**config.mk**
```make
export PLATFORM = sky130hd
export DESIGN_NAME = scoreboard_top
export DESIGN_NICKNAME = d
export VERILOG_FILES = /design/src/design/scb_pkg.sv /design/src/design/scb_entry.sv /design/src/design/scb_issue.sv /design/src/design/scb_operand_hazard.sv /design/src/design/scoreboard_top.sv
export VERILOG_INCLUDE_DIRS = /design/src /design/src/include
export SDC_FILE = /design/constraint.sdc
export NUM_CORES = 1
export LEC_CHECK = 0
export ABC_AREA = 1
export BUFFER_PORTS_ARGS = -buffer_cell sky130_fd_sc_hd__buf_2
export CORE_ASPECT_RATIO = 2
export CORE_MARGIN = 4
export CORE_UTILIZATION = 40
export CTS_BUF_LIST = sky130_fd_sc_hd__clkbuf_8 sky130_fd_sc_hd__clkbuf_16
export CTS_CLUSTER_SIZE = 10
export DETAILED_ROUTE_END_ITERATION = 12
export REMOVE_ABC_BUFFERS = 1
export SKIP_CTS_REPAIR_TIMING = 1
export SYNTH_ARGS = -nofsm -noshare
export SYNTH_HDL_FRONTEND = slang
export SYNTH_SLANG_ARGS = --single-unit
```
**constraint.sdc**
```tcl
create_clock -name clk -period 8.6 [get_ports clk]
set_input_delay 1.29 -clock clk [delete_from_list [all_inputs] [get_ports clk]]
set_output_delay 1.29 -clock clk [all_outputs]
set_load 0.01 [all_outputs]
```
**src/include/scb_consts.svh**
```systemverilog
`ifndef SCB_CONSTS_SVH
`define SCB_CONSTS_SVH

// sid index bits, one wrap bit sits above them
`define SCB_SID_IDX_W 3

`define SCB_REG_W 5

// decoder unit select
`define SCB_EXE_SEL_W 6
`define SCB_SEL_ALU   0
`define SCB_SEL_BEU   1
`define SCB_SEL_LSU   2

// one entry per execution slot
`define SCB_NUM_UNITS 4

// bit positions in the unit one-hot vectors
`define SCB_U_ALU0 0
`define SCB_U_ALU1 1
`define SCB_U_BEU  2
`define SCB_U_LSU  3

`endif

```
**src/design/scb_pkg.sv**
```systemverilog
`include "scb_consts.svh"

package scb_pkg;

    typedef logic [`SCB_SID_IDX_W:0]   sid_t;
    typedef logic [`SCB_REG_W-1:0]     reg_idx_t;
    typedef logic [`SCB_EXE_SEL_W-1:0] exe_sel_t;
    typedef logic [`SCB_NUM_UNITS-1:0] unit_vec_t;

    // true when a was issued after b
    // wrap bit toggles each time the index space rolls over
    function automatic logic is_younger(input sid_t a, input sid_t b);
        logic same_wrap;
        same_wrap = a[`SCB_SID_IDX_W] == b[`SCB_SID_IDX_W];
        if (same_wrap) begin
            return a[`SCB_SID_IDX_W-1:0] > b[`SCB_SID_IDX_W-1:0];
        end
        return a[`SCB_SID_IDX_W-1:0] < b[`SCB_SID_IDX_W-1:0];
    endfunction

endpackage

```
**src/design/scb_entry.sv**
```systemverilog
module scb_entry (
    input  logic              clk,
    input  logic              rst_n,
    input  logic              wr_en_i,
    input  scb_pkg::reg_idx_t wr_rd_i,
    input  scb_pkg::reg_idx_t wr_rs1_i,
    input  scb_pkg::reg_idx_t wr_rs2_i,
    input  scb_pkg::sid_t     wr_sid_i,
    input  logic              wb_vld_0_i,
    input  scb_pkg::sid_t     wb_sid_0_i,
    input  logic              wb_vld_1_i,
    input  scb_pkg::sid_t     wb_sid_1_i,
    input  logic              redirect_i,
    input  scb_pkg::sid_t     redirect_sid_i,
    output logic              busy_o,
    output scb_pkg::reg_idx_t rd_o,
    output scb_pkg::sid_t     sid_o
);

    logic              busy_q;
    scb_pkg::reg_idx_t rd_q;
    scb_pkg::sid_t     sid_q;
    logic              flush;
    logic              wb_hit;
    logic              free_en;

    assign flush   = redirect_i && scb_pkg::is_younger(sid_q, redirect_sid_i);
    assign wb_hit  = (wb_vld_0_i && wb_sid_0_i == sid_q) || (wb_vld_1_i && wb_sid_1_i == sid_q);
    // a stale sid in a free entry must not block a new write
    assign free_en = busy_q && (flush || wb_hit);

    always_ff @(posedge clk or negedge rst_n) begin
        if (!rst_n) begin
            busy_q <= 1'b0;
        end else if (free_en) begin
            busy_q <= 1'b0;
        end else if (wr_en_i) begin
            busy_q <= 1'b1;
        end
    end

    always_ff @(posedge clk) begin
        if (wr_en_i) begin
            rd_q  <= wr_rd_i;
            sid_q <= wr_sid_i;
        end
    end

    assign busy_o = busy_q;
    assign rd_o   = rd_q;
    assign sid_o  = sid_q;

    // issue steering only ever picks a free slot
    a_no_overwrite: assert property (@(posedge clk) disable iff (!rst_n)
        wr_en_i |-> !busy_q || free_en);

endmodule

```
**src/design/scb_issue.sv**
```systemverilog
`include "scb_consts.svh"

module scb_issue (
    input  logic                                   clk,
    input  logic                                   rst_n,
    input  logic                                   dec_vld_0_i,
    input  scb_pkg::exe_sel_t                      dec_exe_sel_0_i,
    input  scb_pkg::reg_idx_t                      dec_rd_0_i,
    input  scb_pkg::reg_idx_t                      dec_rs1_0_i,
    input  scb_pkg::reg_idx_t                      dec_rs2_0_i,
    input  logic                                   dec_vld_1_i,
    input  scb_pkg::exe_sel_t                      dec_exe_sel_1_i,
    input  scb_pkg::reg_idx_t                      dec_rd_1_i,
    input  scb_pkg::reg_idx_t                      dec_rs1_1_i,
    input  scb_pkg::reg_idx_t                      dec_rs2_1_i,
    input  scb_pkg::unit_vec_t                     busy_i,
    input  scb_pkg::reg_idx_t [`SCB_NUM_UNITS-1:0] ent_rd_i,
    input  logic                                   redirect_i,
    input  scb_pkg::sid_t                          redirect_sid_i,
    output logic                                   dec_stall_0_o,
    output logic                                   dec_flush_0_o,
    output scb_pkg::sid_t                          dec_sid_0_o,
    output scb_pkg::unit_vec_t                     dec_unit_0_o,
    output logic                                   dec_stall_1_o,
    output logic                                   dec_flush_1_o,
    output scb_pkg::sid_t                          dec_sid_1_o,
    output scb_pkg::unit_vec_t                     dec_unit_1_o,
    output scb_pkg::unit_vec_t                     wr_en_o,
    output scb_pkg::unit_vec_t                     wr_lane_o,
    output scb_pkg::reg_idx_t                      wr_rd_0_o,
    output scb_pkg::reg_idx_t                      wr_rs1_0_o,
    output scb_pkg::reg_idx_t                      wr_rs2_0_o,
    output scb_pkg::sid_t                          wr_sid_0_o,
    output scb_pkg::reg_idx_t                      wr_rd_1_o,
    output scb_pkg::reg_idx_t                      wr_rs1_1_o,
    output scb_pkg::reg_idx_t                      wr_rs2_1_o,
    output scb_pkg::sid_t                          wr_sid_1_o
);

    scb_pkg::sid_t      sid_q;
    scb_pkg::unit_vec_t waw_hit_0;
    scb_pkg::unit_vec_t waw_hit_1;
    scb_pkg::unit_vec_t cand_0;
    scb_pkg::unit_vec_t cand_1;
    scb_pkg::unit_vec_t unit_0;
    scb_pkg::unit_vec_t unit_1;
    scb_pkg::unit_vec_t occ_1;
    logic               same_rd;
    logic               take_0;
    logic               take_1;

    // alu0 first, alu1 only once alu0 is taken
    function automatic scb_pkg::unit_vec_t pick_unit(input logic               vld,
                                                     input scb_pkg::exe_sel_t  sel,
                                                     input scb_pkg::unit_vec_t occ);
        scb_pkg::unit_vec_t u;
        u[`SCB_U_ALU0] = vld && sel[`SCB_SEL_ALU] && !occ[`SCB_U_ALU0];
        u[`SCB_U_ALU1] = vld && sel[`SCB_SEL_ALU] && occ[`SCB_U_ALU0] && !occ[`SCB_U_ALU1];
        u[`SCB_U_BEU]  = vld && sel[`SCB_SEL_BEU] && !occ[`SCB_U_BEU];
        u[`SCB_U_LSU]  = vld && sel[`SCB_SEL_LSU] && !occ[`SCB_U_LSU];
        return u;
    endfunction

    for (genvar u = 0; u < `SCB_NUM_UNITS; u++) begin : g_waw
        assign waw_hit_0[u] = busy_i[u] && ent_rd_i[u] == dec_rd_0_i;
        assign waw_hit_1[u] = busy_i[u] && ent_rd_i[u] == dec_rd_1_i;
    end

    assign cand_0        = pick_unit(dec_vld_0_i, dec_exe_sel_0_i, busy_i);
    assign unit_0        = (|waw_hit_0) ? '0 : cand_0;
    assign dec_stall_0_o = dec_vld_0_i && !(|unit_0);

    // lane 1 sees the slot lane 0 is about to fill
    assign occ_1         = busy_i | unit_0;
    assign cand_1        = pick_unit(dec_vld_1_i, dec_exe_sel_1_i, occ_1);
    assign same_rd       = dec_vld_0_i && dec_rd_0_i == dec_rd_1_i;
    assign unit_1        = (|waw_hit_1 || same_rd || dec_stall_0_o) ? '0 : cand_1;
    assign dec_stall_1_o = dec_vld_1_i && !(|unit_1);

    assign dec_unit_0_o = unit_0;
    assign dec_unit_1_o = unit_1;
    assign dec_sid_0_o  = sid_q;
    assign dec_sid_1_o  = sid_q + 1'b1;

    assign dec_flush_0_o = redirect_i && scb_pkg::is_younger(dec_sid_0_o, redirect_sid_i);
    assign dec_flush_1_o = redirect_i && scb_pkg::is_younger(dec_sid_1_o, redirect_sid_i);

    // flushed lanes do not reach an entry
    assign take_0    = (|unit_0) && !dec_flush_0_o;
    assign take_1    = (|unit_1) && !dec_flush_1_o;
    assign wr_en_o   = ({`SCB_NUM_UNITS{take_0}} & unit_0) | ({`SCB_NUM_UNITS{take_1}} & unit_1);
    assign wr_lane_o = {`SCB_NUM_UNITS{take_1}} & unit_1;

    assign wr_rd_0_o  = dec_rd_0_i;
    assign wr_rs1_0_o = dec_rs1_0_i;
    assign wr_rs2_0_o = dec_rs2_0_i;
    assign wr_sid_0_o = dec_sid_0_o;
    assign wr_rd_1_o  = dec_rd_1_i;
    assign wr_rs1_1_o = dec_rs1_1_i;
    assign wr_rs2_1_o = dec_rs2_1_i;
    assign wr_sid_1_o = dec_sid_1_o;

    // lane 1 on its own still holds sid_q+1, so step past it
    always_ff @(posedge clk or negedge rst_n) begin
        if (!rst_n) begin
            sid_q <= '0;
        end else if (take_1) begin
            sid_q <= sid_q + 2'd2;
        end else if (take_0) begin
            sid_q <= sid_q + 1'b1;
        end
    end

endmodule

```
**src/design/scb_operand_hazard.sv**
```systemverilog
`include "scb_consts.svh"

module scb_operand_hazard (
    input  logic                                   op_vld_0_i,
    input  scb_pkg::sid_t                          op_sid_0_i,
    input  scb_pkg::reg_idx_t                      op_rd_0_i,
    input  scb_pkg::reg_idx_t                      op_rs1_0_i,
    input  scb_pkg::reg_idx_t                      op_rs2_0_i,
    input  logic                                   op_vld_1_i,
    input  scb_pkg::sid_t                          op_sid_1_i,
    input  scb_pkg::reg_idx_t                      op_rd_1_i,
    input  scb_pkg::reg_idx_t                      op_rs1_1_i,
    input  scb_pkg::reg_idx_t                      op_rs2_1_i,
    input  scb_pkg::unit_vec_t                     busy_i,
    input  scb_pkg::reg_idx_t [`SCB_NUM_UNITS-1:0] ent_rd_i,
    input  scb_pkg::sid_t     [`SCB_NUM_UNITS-1:0] ent_sid_i,
    input  logic                                   redirect_i,
    input  scb_pkg::sid_t                          redirect_sid_i,
    output logic                                   op_stall_0_o,
    output logic                                   op_flush_0_o,
    output logic                                   op_stall_1_o,
    output logic                                   op_flush_1_o
);

    logic [1:0]              vld;
    scb_pkg::sid_t     [1:0] sid;
    scb_pkg::reg_idx_t [1:0] rd;
    scb_pkg::reg_idx_t [1:0] rs1;
    scb_pkg::reg_idx_t [1:0] rs2;
    logic [1:0]              stall;
    logic [1:0]              flush;

    assign vld = {op_vld_1_i, op_vld_0_i};
    assign sid = {op_sid_1_i, op_sid_0_i};
    assign rd  = {op_rd_1_i, op_rd_0_i};
    assign rs1 = {op_rs1_1_i, op_rs1_0_i};
    assign rs2 = {op_rs2_1_i, op_rs2_0_i};

    for (genvar l = 0; l < 2; l++) begin : g_lane
        scb_pkg::unit_vec_t ent_raw;
        logic               lane_raw;

        // own entry has an equal sid and never matches
        for (genvar u = 0; u < `SCB_NUM_UNITS; u++) begin : g_ent
            assign ent_raw[u] = busy_i[u] && scb_pkg::is_younger(sid[l], ent_sid_i[u]) &&
                                (ent_rd_i[u] == rs1[l] || ent_rd_i[u] == rs2[l]);
        end

        // older instruction in the other operand lane
        assign lane_raw = vld[1-l] && scb_pkg::is_younger(sid[l], sid[1-l]) &&
                          (rd[1-l] == rs1[l] || rd[1-l] == rs2[l]);

        assign stall[l] = vld[l] && (|ent_raw || lane_raw);
        assign flush[l] = redirect_i && scb_pkg::is_younger(sid[l], redirect_sid_i);
    end

    assign op_stall_0_o = stall[0];
    assign op_stall_1_o = stall[1];
    assign op_flush_0_o = flush[0];
    assign op_flush_1_o = flush[1];

endmodule

```
**src/design/scoreboard_top.sv**
```systemverilog
`include "scb_consts.svh"

module scoreboard_top (
    input  logic               clk,
    input  logic               rst_n,
    input  logic               dec_vld_0_i,
    input  scb_pkg::exe_sel_t  dec_exe_sel_0_i,
    input  scb_pkg::reg_idx_t  dec_rd_0_i,
    input  scb_pkg::reg_idx_t  dec_rs1_0_i,
    input  scb_pkg::reg_idx_t  dec_rs2_0_i,
    input  logic               dec_vld_1_i,
    input  scb_pkg::exe_sel_t  dec_exe_sel_1_i,
    input  scb_pkg::reg_idx_t  dec_rd_1_i,
    input  scb_pkg::reg_idx_t  dec_rs1_1_i,
    input  scb_pkg::reg_idx_t  dec_rs2_1_i,
    output logic               dec_stall_0_o,
    output logic               dec_flush_0_o,
    output scb_pkg::sid_t      dec_sid_0_o,
    output scb_pkg::unit_vec_t dec_unit_0_o,
    output logic               dec_stall_1_o,
    output logic               dec_flush_1_o,
    output scb_pkg::sid_t      dec_sid_1_o,
    output scb_pkg::unit_vec_t dec_unit_1_o,
    input  logic               op_vld_0_i,
    input  scb_pkg::sid_t      op_sid_0_i,
    input  scb_pkg::reg_idx_t  op_rd_0_i,
    input  scb_pkg::reg_idx_t  op_rs1_0_i,
    input  scb_pkg::reg_idx_t  op_rs2_0_i,
    input  logic               op_vld_1_i,
    input  scb_pkg::sid_t      op_sid_1_i,
    input  scb_pkg::reg_idx_t  op_rd_1_i,
    input  scb_pkg::reg_idx_t  op_rs1_1_i,
    input  scb_pkg::reg_idx_t  op_rs2_1_i,
    output logic               op_stall_0_o,
    output logic               op_flush_0_o,
    output logic               op_stall_1_o,
    output logic               op_flush_1_o,
    input  logic               wb_vld_0_i,
    input  scb_pkg::sid_t      wb_sid_0_i,
    input  logic               wb_vld_1_i,
    input  scb_pkg::sid_t      wb_sid_1_i,
    input  logic               redirect_i,
    input  scb_pkg::sid_t      redirect_sid_i
);

    scb_pkg::unit_vec_t                     busy;
    scb_pkg::reg_idx_t [`SCB_NUM_UNITS-1:0] ent_rd;
    scb_pkg::sid_t     [`SCB_NUM_UNITS-1:0] ent_sid;
    scb_pkg::unit_vec_t                     wr_en;
    scb_pkg::unit_vec_t                     wr_lane;
    scb_pkg::reg_idx_t [1:0]                wr_rd;
    scb_pkg::reg_idx_t [1:0]                wr_rs1;
    scb_pkg::reg_idx_t [1:0]                wr_rs2;
    scb_pkg::sid_t     [1:0]                wr_sid;
    scb_pkg::reg_idx_t [`SCB_NUM_UNITS-1:0] sel_rd;
    scb_pkg::reg_idx_t [`SCB_NUM_UNITS-1:0] sel_rs1;
    scb_pkg::reg_idx_t [`SCB_NUM_UNITS-1:0] sel_rs2;
    scb_pkg::sid_t     [`SCB_NUM_UNITS-1:0] sel_sid;

    scb_issue u_issue (
        .*,
        .busy_i(busy), .ent_rd_i(ent_rd),
        .wr_en_o(wr_en), .wr_lane_o(wr_lane),
        .wr_rd_0_o(wr_rd[0]), .wr_rs1_0_o(wr_rs1[0]),
        .wr_rs2_0_o(wr_rs2[0]), .wr_sid_0_o(wr_sid[0]),
        .wr_rd_1_o(wr_rd[1]), .wr_rs1_1_o(wr_rs1[1]),
        .wr_rs2_1_o(wr_rs2[1]), .wr_sid_1_o(wr_sid[1])
    );

    scb_operand_hazard u_hazard (
        .*,
        .busy_i(busy), .ent_rd_i(ent_rd), .ent_sid_i(ent_sid)
    );

    // each entry loads from the lane steered to it
    for (genvar u = 0; u < `SCB_NUM_UNITS; u++) begin : g_wr_mux
        assign sel_rd[u]  = wr_rd[wr_lane[u]];
        assign sel_rs1[u] = wr_rs1[wr_lane[u]];
        assign sel_rs2[u] = wr_rs2[wr_lane[u]];
        assign sel_sid[u] = wr_sid[wr_lane[u]];
    end

    scb_entry u_alu0 (
        .*,
        .wr_en_i(wr_en[`SCB_U_ALU0]), .wr_rd_i(sel_rd[`SCB_U_ALU0]),
        .wr_rs1_i(sel_rs1[`SCB_U_ALU0]), .wr_rs2_i(sel_rs2[`SCB_U_ALU0]),
        .wr_sid_i(sel_sid[`SCB_U_ALU0]),
        .busy_o(busy[`SCB_U_ALU0]), .rd_o(ent_rd[`SCB_U_ALU0]), .sid_o(ent_sid[`SCB_U_ALU0])
    );

    scb_entry u_alu1 (
        .*,
        .wr_en_i(wr_en[`SCB_U_ALU1]), .wr_rd_i(sel_rd[`SCB_U_ALU1]),
        .wr_rs1_i(sel_rs1[`SCB_U_ALU1]), .wr_rs2_i(sel_rs2[`SCB_U_ALU1]),
        .wr_sid_i(sel_sid[`SCB_U_ALU1]),
        .busy_o(busy[`SCB_U_ALU1]), .rd_o(ent_rd[`SCB_U_ALU1]), .sid_o(ent_sid[`SCB_U_ALU1])
    );

    scb_entry u_beu (
        .*,
        .wr_en_i(wr_en[`SCB_U_BEU]), .wr_rd_i(sel_rd[`SCB_U_BEU]),
        .wr_rs1_i(sel_rs1[`SCB_U_BEU]), .wr_rs2_i(sel_rs2[`SCB_U_BEU]),
        .wr_sid_i(sel_sid[`SCB_U_BEU]),
        .busy_o(busy[`SCB_U_BEU]), .rd_o(ent_rd[`SCB_U_BEU]), .sid_o(ent_sid[`SCB_U_BEU])
    );

    scb_entry u_lsu (
        .*,
        .wr_en_i(wr_en[`SCB_U_LSU]), .wr_rd_i(sel_rd[`SCB_U_LSU]),
        .wr_rs1_i(sel_rs1[`SCB_U_LSU]), .wr_rs2_i(sel_rs2[`SCB_U_LSU]),
        .wr_sid_i(sel_sid[`SCB_U_LSU]),
        .busy_o(busy[`SCB_U_LSU]), .rd_o(ent_rd[`SCB_U_LSU]), .sid_o(ent_sid[`SCB_U_LSU])
    );

endmodule

```
==> flow_summary.toml, run 1 <==
[critical_path]
critPathMostFrequentCell = "nor2_1"
timing.critical_path.slowest_cell_delay_ns = 0.37
reg2reg_depth = 12
critical_path.endpoint = "dec_stall_1_o"
slowest_stage = "nor3b_2"
critPathMaxFanout = 13
class_of_the_most_critical_setup_path = "in -> out"
worstReg2RegStart = "u_issue.dec_sid_0_o[0]"
r2r_end = "u_beu.rd_o[3]"
critical_path_cell_by_cell = "buf_2, inv_4, nand2_1, nand2_1, nor2_1, nand3_1, nand2_2, nor3b_2, nor2_1, o21ai_2, nand2_4, nor2_1, buf_2"
endpoint_kind = "output pin"
ff2ff_setup_slack_ns = 4.51
timing.critical_path.from_type = "input port"
critical_path_required_ns = 7.31
critPathLaunch = "dec_rd_0_i[3]"
critical_path_cell_count = 13
cp_top_family = "simple AND/OR/NAND/NOR gates"
timing.critical_path.arrival_ns = 3.12
worst-path-buf-inv = 3

[logic_synthesis]
synth_enable_flop_cells = 36
postSynthCellCount = 875
postSynthRegisterBits = 44
synth.distinct_cells = 57
seq_area_frac_synth_pct = 20.5
postSynth.topFlopCell = "edfxtp_1"
yosysWarningCount = 0
yosysTopAreaCell = "edfxtp_1"
cell_area_after_synthesis_um2 = 6250
synth_largest_type_area_fraction_pct = 17.3
postSynthAreaPerCell_um2 = 7.15
share_of_flip_flops_with_an_asynchronous_set_or_reset_after_synthesis_pct = 18.2
post_synth_main_area_contributors = "edfxtp_1, nand2_1, ha_1, xor2_1, xnor2_1"

[routing]
vias_per_cell = 5.59
drt-initial-drc-count = 340
vias = 6296
totalWireLength_mm = 22.5
route.detailed.wl_per_inst_um = 19.9
drtPass1Iterations = 5
ant_nets = 0
drc_violations = 0

[layout]
share_of_layout_cells_above_drive_strength_1_pct = 18.2
postLayoutCellArea_um2 = 6810
final_net_count = 1081
post-route-util_pct = 44.5
layout_common_cells = "nand2_1, buf_2, inv_1"
final_cells = 1126
mostFrequentLayoutCell = "nand2_1"
n_antenna_cell = 0
area_growth_pct = 8.91

[floorplan]
die_x_um = 96.4
fp-row-count = 64
fp.dieH_um = 185
initial_utilization_pct = 40.9
die_area_um2 = 17800
io-pin-count = 125
core_area_um2 = 15300

[sta]
fmaxAchievable_ghz = 0.227
final_min_period_over_clock_period_pct = 51.3
slew_at_the_pin_closest_to_its_max_slew_limit_ns = 0.694
post-route-min-period_ns = 4.41
relSlewSlack_pct = 53.3
finalHoldViolCount = 0
unrepaired_setup_endpoints_after_global_routing = "false"
report.final.slew_viol_count = 0
holdWs_ns = 0.714
worst_clock_skew_ns = 0.00427
finalSetupViolations = 0
finalSetupTns_ns = 0

[placement]
place_inst = 1118
placed_area_um2 = 6670
detailed_place_hpwl_mm = 18.3
port_buffers = 98
gp_routability_congestion = 0.982

[clock_tree]
cts-buffers-inserted = 5
ctsHtreeMaxLevel = 2
cts_tree = "built"
cts_root_buffer = "clkbuf_16"
clk_latency_ns = 0.29
max_root_sink_buffers = 2
clock-sinks = 44
clk_pin_slew_ns = 0.06

[power]
vdd_drop_max_uv = 94.7
power.density_nw_per_um2 = 198
cellLeakagePower_uw = 0.00323

[job]
timing.max_cap.violations = 0

[min_path]
worstHoldPathCells = 2
min_path_type = "reg -> reg"

[run_status]
status = "finished, final reports clean"

[grt]
antenna_found_initial = 0
grt_first_pass_wirelength_mm = 34.5
grt.total_usage_pct = 25.8
grt_pass1_vias = 6061
globalRoute.totalOverflow = 0
grt_max_degree = 20
[sequential cells by signal, indices dropped and copies added (netlist names)]
register / cells
u_alu0.busy_o: 1
u_alu1.sid_o: 4
u_alu1.rd_o: 5
u_lsu.busy_o: 1
u_lsu.sid_o: 4
u_alu1.busy_o: 1
u_beu.busy_o: 1
u_issue.dec_sid_0_o: 4
u_beu.rd_o: 5
u_beu.sid_o: 4
u_lsu.rd_o: 5
u_alu0.rd_o: 5
u_alu0.sid_o: 4
[area by class of cell]
type	count	area (µm²)
Clock buffer	5	125
Clock inverter	3	18.8
Fill cell	1659	8490
Inverter	103	395
Multi-Input combinational cell	675	4250
Sequential cell	44	1280
Tap cell	198	248
Timing Repair Buffer	98	490
[worst reg2reg max path, delay by kind of cell, from the launching register on]
kind            cells  cell delay (ns)
compound gates      3             0.36
xor+xnor            1             0.47
fa+ha+maj           2             0.62
buf+inv             2             0.60
flops               1             0.51
simple gates        4             1.18
[how the worst min path moves through the flow]
stage,from,to,slack (ns)
floorplan,u_beu.busy_o,u_beu.busy_o,0.56
detailed placement,u_issue.dec_sid_0_o[0],u_issue.dec_sid_0_o[0],0.71
global route,u_alu1.busy_o,u_alu1.busy_o,0.76
global placement,u_issue.dec_sid_0_o[0],u_issue.dec_sid_0_o[0],0.70
finish,u_issue.dec_sid_0_o[0],u_issue.dec_sid_0_o[0],0.71
CTS,u_issue.dec_sid_0_o[0],u_issue.dec_sid_0_o[0],0.71
[cells in the mapped netlist, types with 12 or more instances]
library cell  number
inv_2             22
nand2_1          196
xnor2_1           34
inv_1             77
clkbuf_1          22
o22ai_1           34
ha_1              53
nand3_1           48
o21ai_1           22
edfxtp_1          36
xor2_1            48
o211ai_1          12
a21oi_1           36
o21ai_0           38
nor2_1            43
a221oi_1          13
[power breakdown]
part	internal [µW]	switching, µW	total [µW]
clock	106	78.7	185
sequential	300	129	429
combinational	271	460	732
total	678	668	1350
[stage by stage]
stage               power [µW]  worst slack (ns)
global route              1460              4.05
floorplan                  882              4.74
CTS                       1350              4.16
detailed placement        1160              4.16
global placement          1150              4.19
finish                    1350              4.19
[cells by family (layout without fill, tap and decap cells)]
kind of cell	count (synthesis)	in the layout	synth area share, %
AOI/OAI and AO/OA	208	208	21.6
DFF	44	44	20.5
and+or+nand+nor	328	328	23.6
adders and majority gates	53	53	10.6
xor gates and xnor gates	82	82	11.5
muxes	4	4	0.680
buffers and inverters	156	209	11.5
[layer usage]
| layer | GRT usage (%) | vias to the layer above | share of wire [%] |
|---|---|---|---|
| li1 | - | 3110 | - |
| met1 | 27.2 | 2874 | 34 |
| met2 | 48.8 | 242 | 55 |
| met3 | 2.11 | 70 | 4.8 |
| met4 | 13.4 | 0 | 6.2 |
| met5 | 0 | - | 0 |
Power figures use the tool's default switching activity.
==> run 2: changes to the inputs <==
--- a/config.mk
+++ b/config.mk
@@ -6,7 +6,7 @@
 export SDC_FILE = /design/constraint.sdc
 export NUM_CORES = 1
 export LEC_CHECK = 0
-export ABC_AREA = 1
+export ABC_AREA = 0
 export BUFFER_PORTS_ARGS = -buffer_cell sky130_fd_sc_hd__buf_2
 export CORE_ASPECT_RATIO = 2
 export CORE_MARGIN = 4
==> constraint.sdc (replaced) <==
create_clock -name clk -period 4 [get_ports clk]
set_input_delay 0.6 -clock clk [delete_from_list [all_inputs] [get_ports clk]]
set_output_delay 0.6 -clock clk [all_outputs]
set_load 0.01 [all_outputs]
==> flow_summary.toml, run 2 <==
[run_status]
status = "finished, final reports clean"

[clock_tree]
cts_tree = "built"
max_root_sink_buffers = 2
clk_latency_ns = 0.29
cts-buffers-inserted = 5
cts_root_buffer = "clkbuf_16"
clk_pin_slew_ns = 0.06
ctsHtreeMaxLevel = 2
clock-sinks = 44

[routing]
drtPass1Iterations = 4
vias_per_cell = 5.53
totalWireLength_mm = 17.8
drc_violations = 0
vias = 5203
ant_nets = 0
route.detailed.wl_per_inst_um = 18.9
drt-initial-drc-count = 206

[logic_synthesis]
synth_simple_gate_area_share_pct = 12.7
synth.distinct_cells = 50
yosysTopAreaCell = "xor2_1"
synth_largest_type_area_fraction_pct = 18.5
synthTopCellsByCount = "xor2_1, xnor2_1, ha_1"
cell_area_after_synthesis_um2 = 6110
main_combinational_cell_family_by_area_after_synthesis = "XOR/XNOR gates"
synth.area.mux_share_pct = 6.90
post_synth_main_area_contributors = "xor2_1, edfxtp_1, xnor2_1, ha_1, mux2_2"
synth_fa_ha_area_share_pct = 10.9
share_of_flip_flops_with_an_asynchronous_set_or_reset_after_synthesis_pct = 18.2
postSynthAreaPerCell_um2 = 8.87
synth_enable_flop_cells = 36
postSynthRegisterBits = 44
most_common_cell_in_the_netlist = "xor2_1"
yosysWarningCount = 0
yosys.area_share.xor_xnor_pct = 30.2
postSynth.topFlopCell = "edfxtp_1"
seq_area_frac_synth_pct = 21.0
postSynthCellCount = 689
synth_compound_gate_area_share_pct = 10.4

[sta]
finalSetupViolations = 0
finalHoldViolCount = 0
report.final.slew_viol_count = 0
fmaxAchievable_ghz = 0.281
unrepaired_setup_endpoints_after_global_routing = "false"
final_min_period_over_clock_period_pct = 88.9
slew_at_the_pin_closest_to_its_max_slew_limit_ns = 0.589
post-route-min-period_ns = 3.56
final.setup.worst_slack_ns = 0.444
finalSetupTns_ns = 0
relSlewSlack_pct = 60.7
holdWs_ns = 0.160
worst_clock_skew_ns = 0.00465

[layout]
layout_common_cells = "xor2_1, buf_2, xnor2_1"
mostFrequentLayoutCell = "xor2_1"
area_growth_pct = 11.5
final_cells = 941
filler_cell_count = 1479
n_antenna_cell = 0
final_net_count = 899
share_of_layout_cells_above_drive_strength_1_pct = 21.7

[job]
timing.max_cap.violations = 0

[critical_path]
critPathMostFrequentCell = "ha_1"
timing.critical_path.arrival_ns = 3.55
r2r_end = "u_alu1.rd_o[4]"
reg2reg_depth = 11
cp_top_family = "compound AO/OA/AOI/OAI gates"
timing.critical_path.slowest_cell_delay_ns = 0.54
ff2ff_setup_slack_ns = 0.44
timing.critical_path.from_type = "flop"
worst-path-buf-inv = 1
class_of_the_most_critical_setup_path = "reg -> reg"
endpoint_kind = "flop"
critical_path_cell_by_cell = "ha_1, ha_1, nor2b_1, o21ai_0, a211oi_1, a31oi_1, o2111ai_1, or2_1, or3_1, o31ai_1, buf_4"
critPathMaxFanout = 9
worstReg2RegStart = "u_issue.dec_sid_0_o[0]"
critical_path_required_ns = 4.00
slowest_stage = "or3_1"

[grt]
globalRoute.totalOverflow = 0
grt_max_degree = 15
grt.total_usage_pct = 20.6
antenna_found_initial = 0
grt_first_pass_wirelength_mm = 27.7
grt_pass1_vias = 5496

[power]
p_sw_share_pct = 43.4
total_power_uw = 3360
p_switching_uw = 1460
share_clk_of_total_power_pct = 14.2
pwr-share-seq_pct = 29.1
power.density_nw_per_um2 = 493
p_comb_share_pct = 56.7
internal_power_uw = 1900
vdd_drop_max_uv = 290
cellLeakagePower_uw = 0.00299

[placement]
detailed_place_hpwl_mm = 14.7
gp_routability_congestion = 0.878
place_inst = 933
dpl_worst_slack_ns = 0.329
port_buffers = 98

[floorplan]
fp-row-count = 63
die_x_um = 95.4
initial_utilization_pct = 41.0
fp.dieH_um = 183
core_area_um2 = 14900
io-pin-count = 125
die_area_um2 = 17400

[min_path]
min_path_type = "in -> async"
==> run 2: how the worst max path moves through the flow <==
stage                                      start              to  slack [ns]  cells after the start
after CTS                 u_issue.dec_sid_0_o[0]  u_alu1.rd_o[4]        0.47                     11
after global routing      u_issue.dec_sid_0_o[0]  u_alu1.rd_o[4]        0.25                     11
after detailed placement           dec_rd_0_i[1]  u_alu1.rd_o[4]        0.33                     10
after global placement             dec_rd_0_i[4]  u_alu1.rd_o[2]        0.41                     10
after floorplan           u_issue.dec_sid_0_o[0]  u_alu1.rd_o[0]        0.36                     10
final                     u_issue.dec_sid_0_o[0]  u_alu1.rd_o[4]        0.44                     11
==> run 2: worst reg2reg max path, delay by kind of cell (launching register included) <==
kind / cells / cell delay (ns)
flip-flops: 1 / 0.38
adder cells (fa/ha/maj): 2 / 0.76
AND/OR/NAND/NOR: 3 / 0.93
buffers and inverters: 1 / 0.22
AO/OA/AOI/OAI: 5 / 0.99
==> run 2: metrics by stage <==
stage	utilization (%)	instance area [µm²]
after floorplan	-	5770
after global placement	44.5	6640
after detailed placement	44.5	6640
after CTS	45.7	6810
after global routing	45.7	6810
final	45.7	6810
==> run 2: kinds of logic after synthesis <==
family | after synthesis
adders and majority gates | 53
and+or+nand+nor | 149
buffers and inverters | 106
xor gates and xnor gates | 211
DFF | 44
AOI/OAI and AO/OA | 90
muxes | 36
==> run 2: power by group through the flow <==
stage                     Clock [µW]  Sequential [µW]  Combinational (µW)
after detailed placement           0              981                1910
final                            477              976                1910
after global routing             502              997                2120
after CTS                        486              971                1920
after floorplan                    0              926                1270
after global placement             0              964                1830
==> run 2: layout make-up <==
cell class / count / area, µm² / share of cell area, %
clock buffers: 6 / 139 / 2.04
clock inverters: 2 / 38.8 / 0.569
inverters: 40 / 150 / 2.20
multi-input cells: 539 / 4340 / 63.7
flip-flops and latches: 44 / 1280 / 18.8
well taps: 195 / 244 / 3.58
repair buffers: 115 / 618 / 9.07
==> run 2: per-layer routing <==
metal  vias up  global-route usage (%)  routed length (µm)
met5         -                       0                   0
met4         0                    12.8                 867
met3        55                    1.60                 537
met2       149                    39.5               10200
met1      2517                    20.5                6210
li1       2482                       -                   -
==> run 3: changes to the inputs <==
==> constraint.sdc (replaced) <==
create_clock -name clk -period 3.1 [get_ports clk]
set_input_delay 0.465 -clock clk [delete_from_list [all_inputs] [get_ports clk]]
set_output_delay 0.465 -clock clk [all_outputs]
set_load 0.01 [all_outputs]
==> flow_summary.toml, run 3 (synthesis results as in run 2) <==
[sta]
finalHoldViolCount = 0
worst_clock_skew_ns = 0.00731
final_min_period_over_clock_period_pct = 96.6
finalSetupTns_ns = 0
unrepaired_setup_endpoints_after_global_routing = "false"
post-route-min-period_ns = 3.00
slew_at_the_pin_closest_to_its_max_slew_limit_ns = 0.531
report.final.slew_viol_count = 0
relSlewSlack_pct = 64.4
finalSetupViolations = 0
fmaxAchievable_ghz = 0.334
holdWs_ns = 0.0171

[critical_path]
timing.critical_path.from_type = "flop"
class_of_the_most_critical_setup_path = "reg -> reg"
timing.critical_path.slowest_cell_delay_ns = 0.41
r2r_end = "u_alu1.rd_o[4]"
critical_path_required_ns = 3.11
worstReg2RegStart = "u_issue.dec_sid_0_o[1]"
slowest_stage = "dfrtp_1"
endpoint_kind = "flop"
cp_top_family = "simple AND/OR/NAND/NOR gates"
critPathLaunch = "u_issue.dec_sid_0_o[1]"
timing.critical_path.arrival_ns = 3.01
worst-path-buf-inv = 3
critPathMaxFanout = 5
critical_path_cell_by_cell = "ha_4, ha_4, nor2b_4, o21ai_2, a211oi_2, a31oi_4, buf_6, o2111ai_4, or2_1, or3_4, buf_6, o31ai_4, clkbuf_16"
ff2ff_setup_slack_ns = 0.10
reg2reg_depth = 13

[routing]
ant_nets = 0
drtPass1Iterations = 4
route.detailed.wl_per_inst_um = 18.5
drc_violations = 0
vias = 5291
drt-initial-drc-count = 126
totalWireLength_mm = 18.4
vias_per_cell = 5.31

[clock_tree]
max_root_sink_buffers = 2
cts-buffers-inserted = 5
clock-sinks = 44
cts_tree = "built"
cts_root_buffer = "clkbuf_16"
clk_pin_slew_ns = 0.06
ctsHtreeMaxLevel = 2
clk_latency_ns = 0.29

[floorplan]
die_x_um = 95.4
io-pin-count = 125
fp.dieH_um = 183
fp-row-count = 63
initial_utilization_pct = 41.0
core_area_um2 = 14900
die_area_um2 = 17400

[layout]
layout_common_cells = "xor2_1, buf_2, xnor2_1"
final_cells = 996
area_growth_pct = 21.1
n_antenna_cell = 0
share_of_layout_cells_above_drive_strength_1_pct = 28.7
mostFrequentLayoutCell = "xor2_1"
final_net_count = 954
post-route-util_pct = 49.7

[placement]
detailed_place_hpwl_mm = 15.7
port_buffers = 98
gp_routability_congestion = 0.921
place_inst = 975

[power]
cellLeakagePower_uw = 0.00329
vdd_drop_max_uv = 528
power.density_nw_per_um2 = 667

[grt]
grt.total_usage_pct = 21.3
grt_first_pass_wirelength_mm = 28.5
grt_max_degree = 16
antenna_found_initial = 0
globalRoute.totalOverflow = 0
grt_pass1_vias = 5644

[job]
timing.max_cap.violations = 0

[run_status]
status = "finished, final reports clean"

[min_path]
min_path_type = "in -> async"
==> run 3: cell types whose count changed in the layout (fill, tap and decap cells not counted), moves of 2 or more <==
cell	before	now
buf_4	17	65
ha_1	53	51
ha_4	0	2
xor2_1	129	127
buf_6	0	4
buf_12	0	2
==> run 3: layer usage <==
| layer | up-vias | part of all wire (%) | global-route usage [%] |
|---|---|---|---|
| met5 | - | 0 | 0 |
| met2 | 122 | 58 | 41.5 |
| li1 | 2581 | - | - |
| met3 | 52 | 2.7 | 1.81 |
| met4 | 0 | 5.5 | 12.8 |
| met1 | 2536 | 34 | 20.7 |
==> run 3: power breakdown <==
| part | switching (µW) | total (µW) | internal, µW |
|---|---|---|---|
| Combinational | 1660 | 3240 | 1570 |
| Sequential | 199 | 1090 | 892 |
| Clock | 226 | 608 | 383 |
| Total | 2090 | 4940 | 2850 |
==> run 3: final cells by class <==
class,count,area [µm²]
Timing Repair Buffer,170,1090
Sequential cell,44,1280
Clock inverter,3,46.3
Inverter,40,150
Tap cell,195,244
Fill cell,1444,7500
Clock buffer,5,125
Multi-Input combinational cell,539,4470
==> run 3: worst max-delay path by stage <==
stage,slack (ns),end,cells past startpoint
6_report,0.10,u_alu1.rd_o[4],13
5_1_grt,0.003,dec_unit_1_o[1],11
4_1_cts,-0.15,u_alu1.rd_o[4],13
3_5_place_dp,-0.13,u_alu1.rd_o[4],13
3_3_place_gp,-0.05,u_alu1.rd_o[4],13
2_1_floorplan,-0.54,u_alu1.rd_o[0],10
==> run 3: stage by stage <==
step | setup slack [ns] | area (µm²) | total power (µW)
3_3_place_gp | -0.0543 | 6990 | 3890
5_1_grt | 0.00314 | 7400 | 5300
2_1_floorplan | -0.541 | 5770 | 2830
6_report | 0.105 | 7400 | 4940
4_1_cts | -0.152 | 7160 | 4630
3_5_place_dp | -0.132 | 6990 | 4010
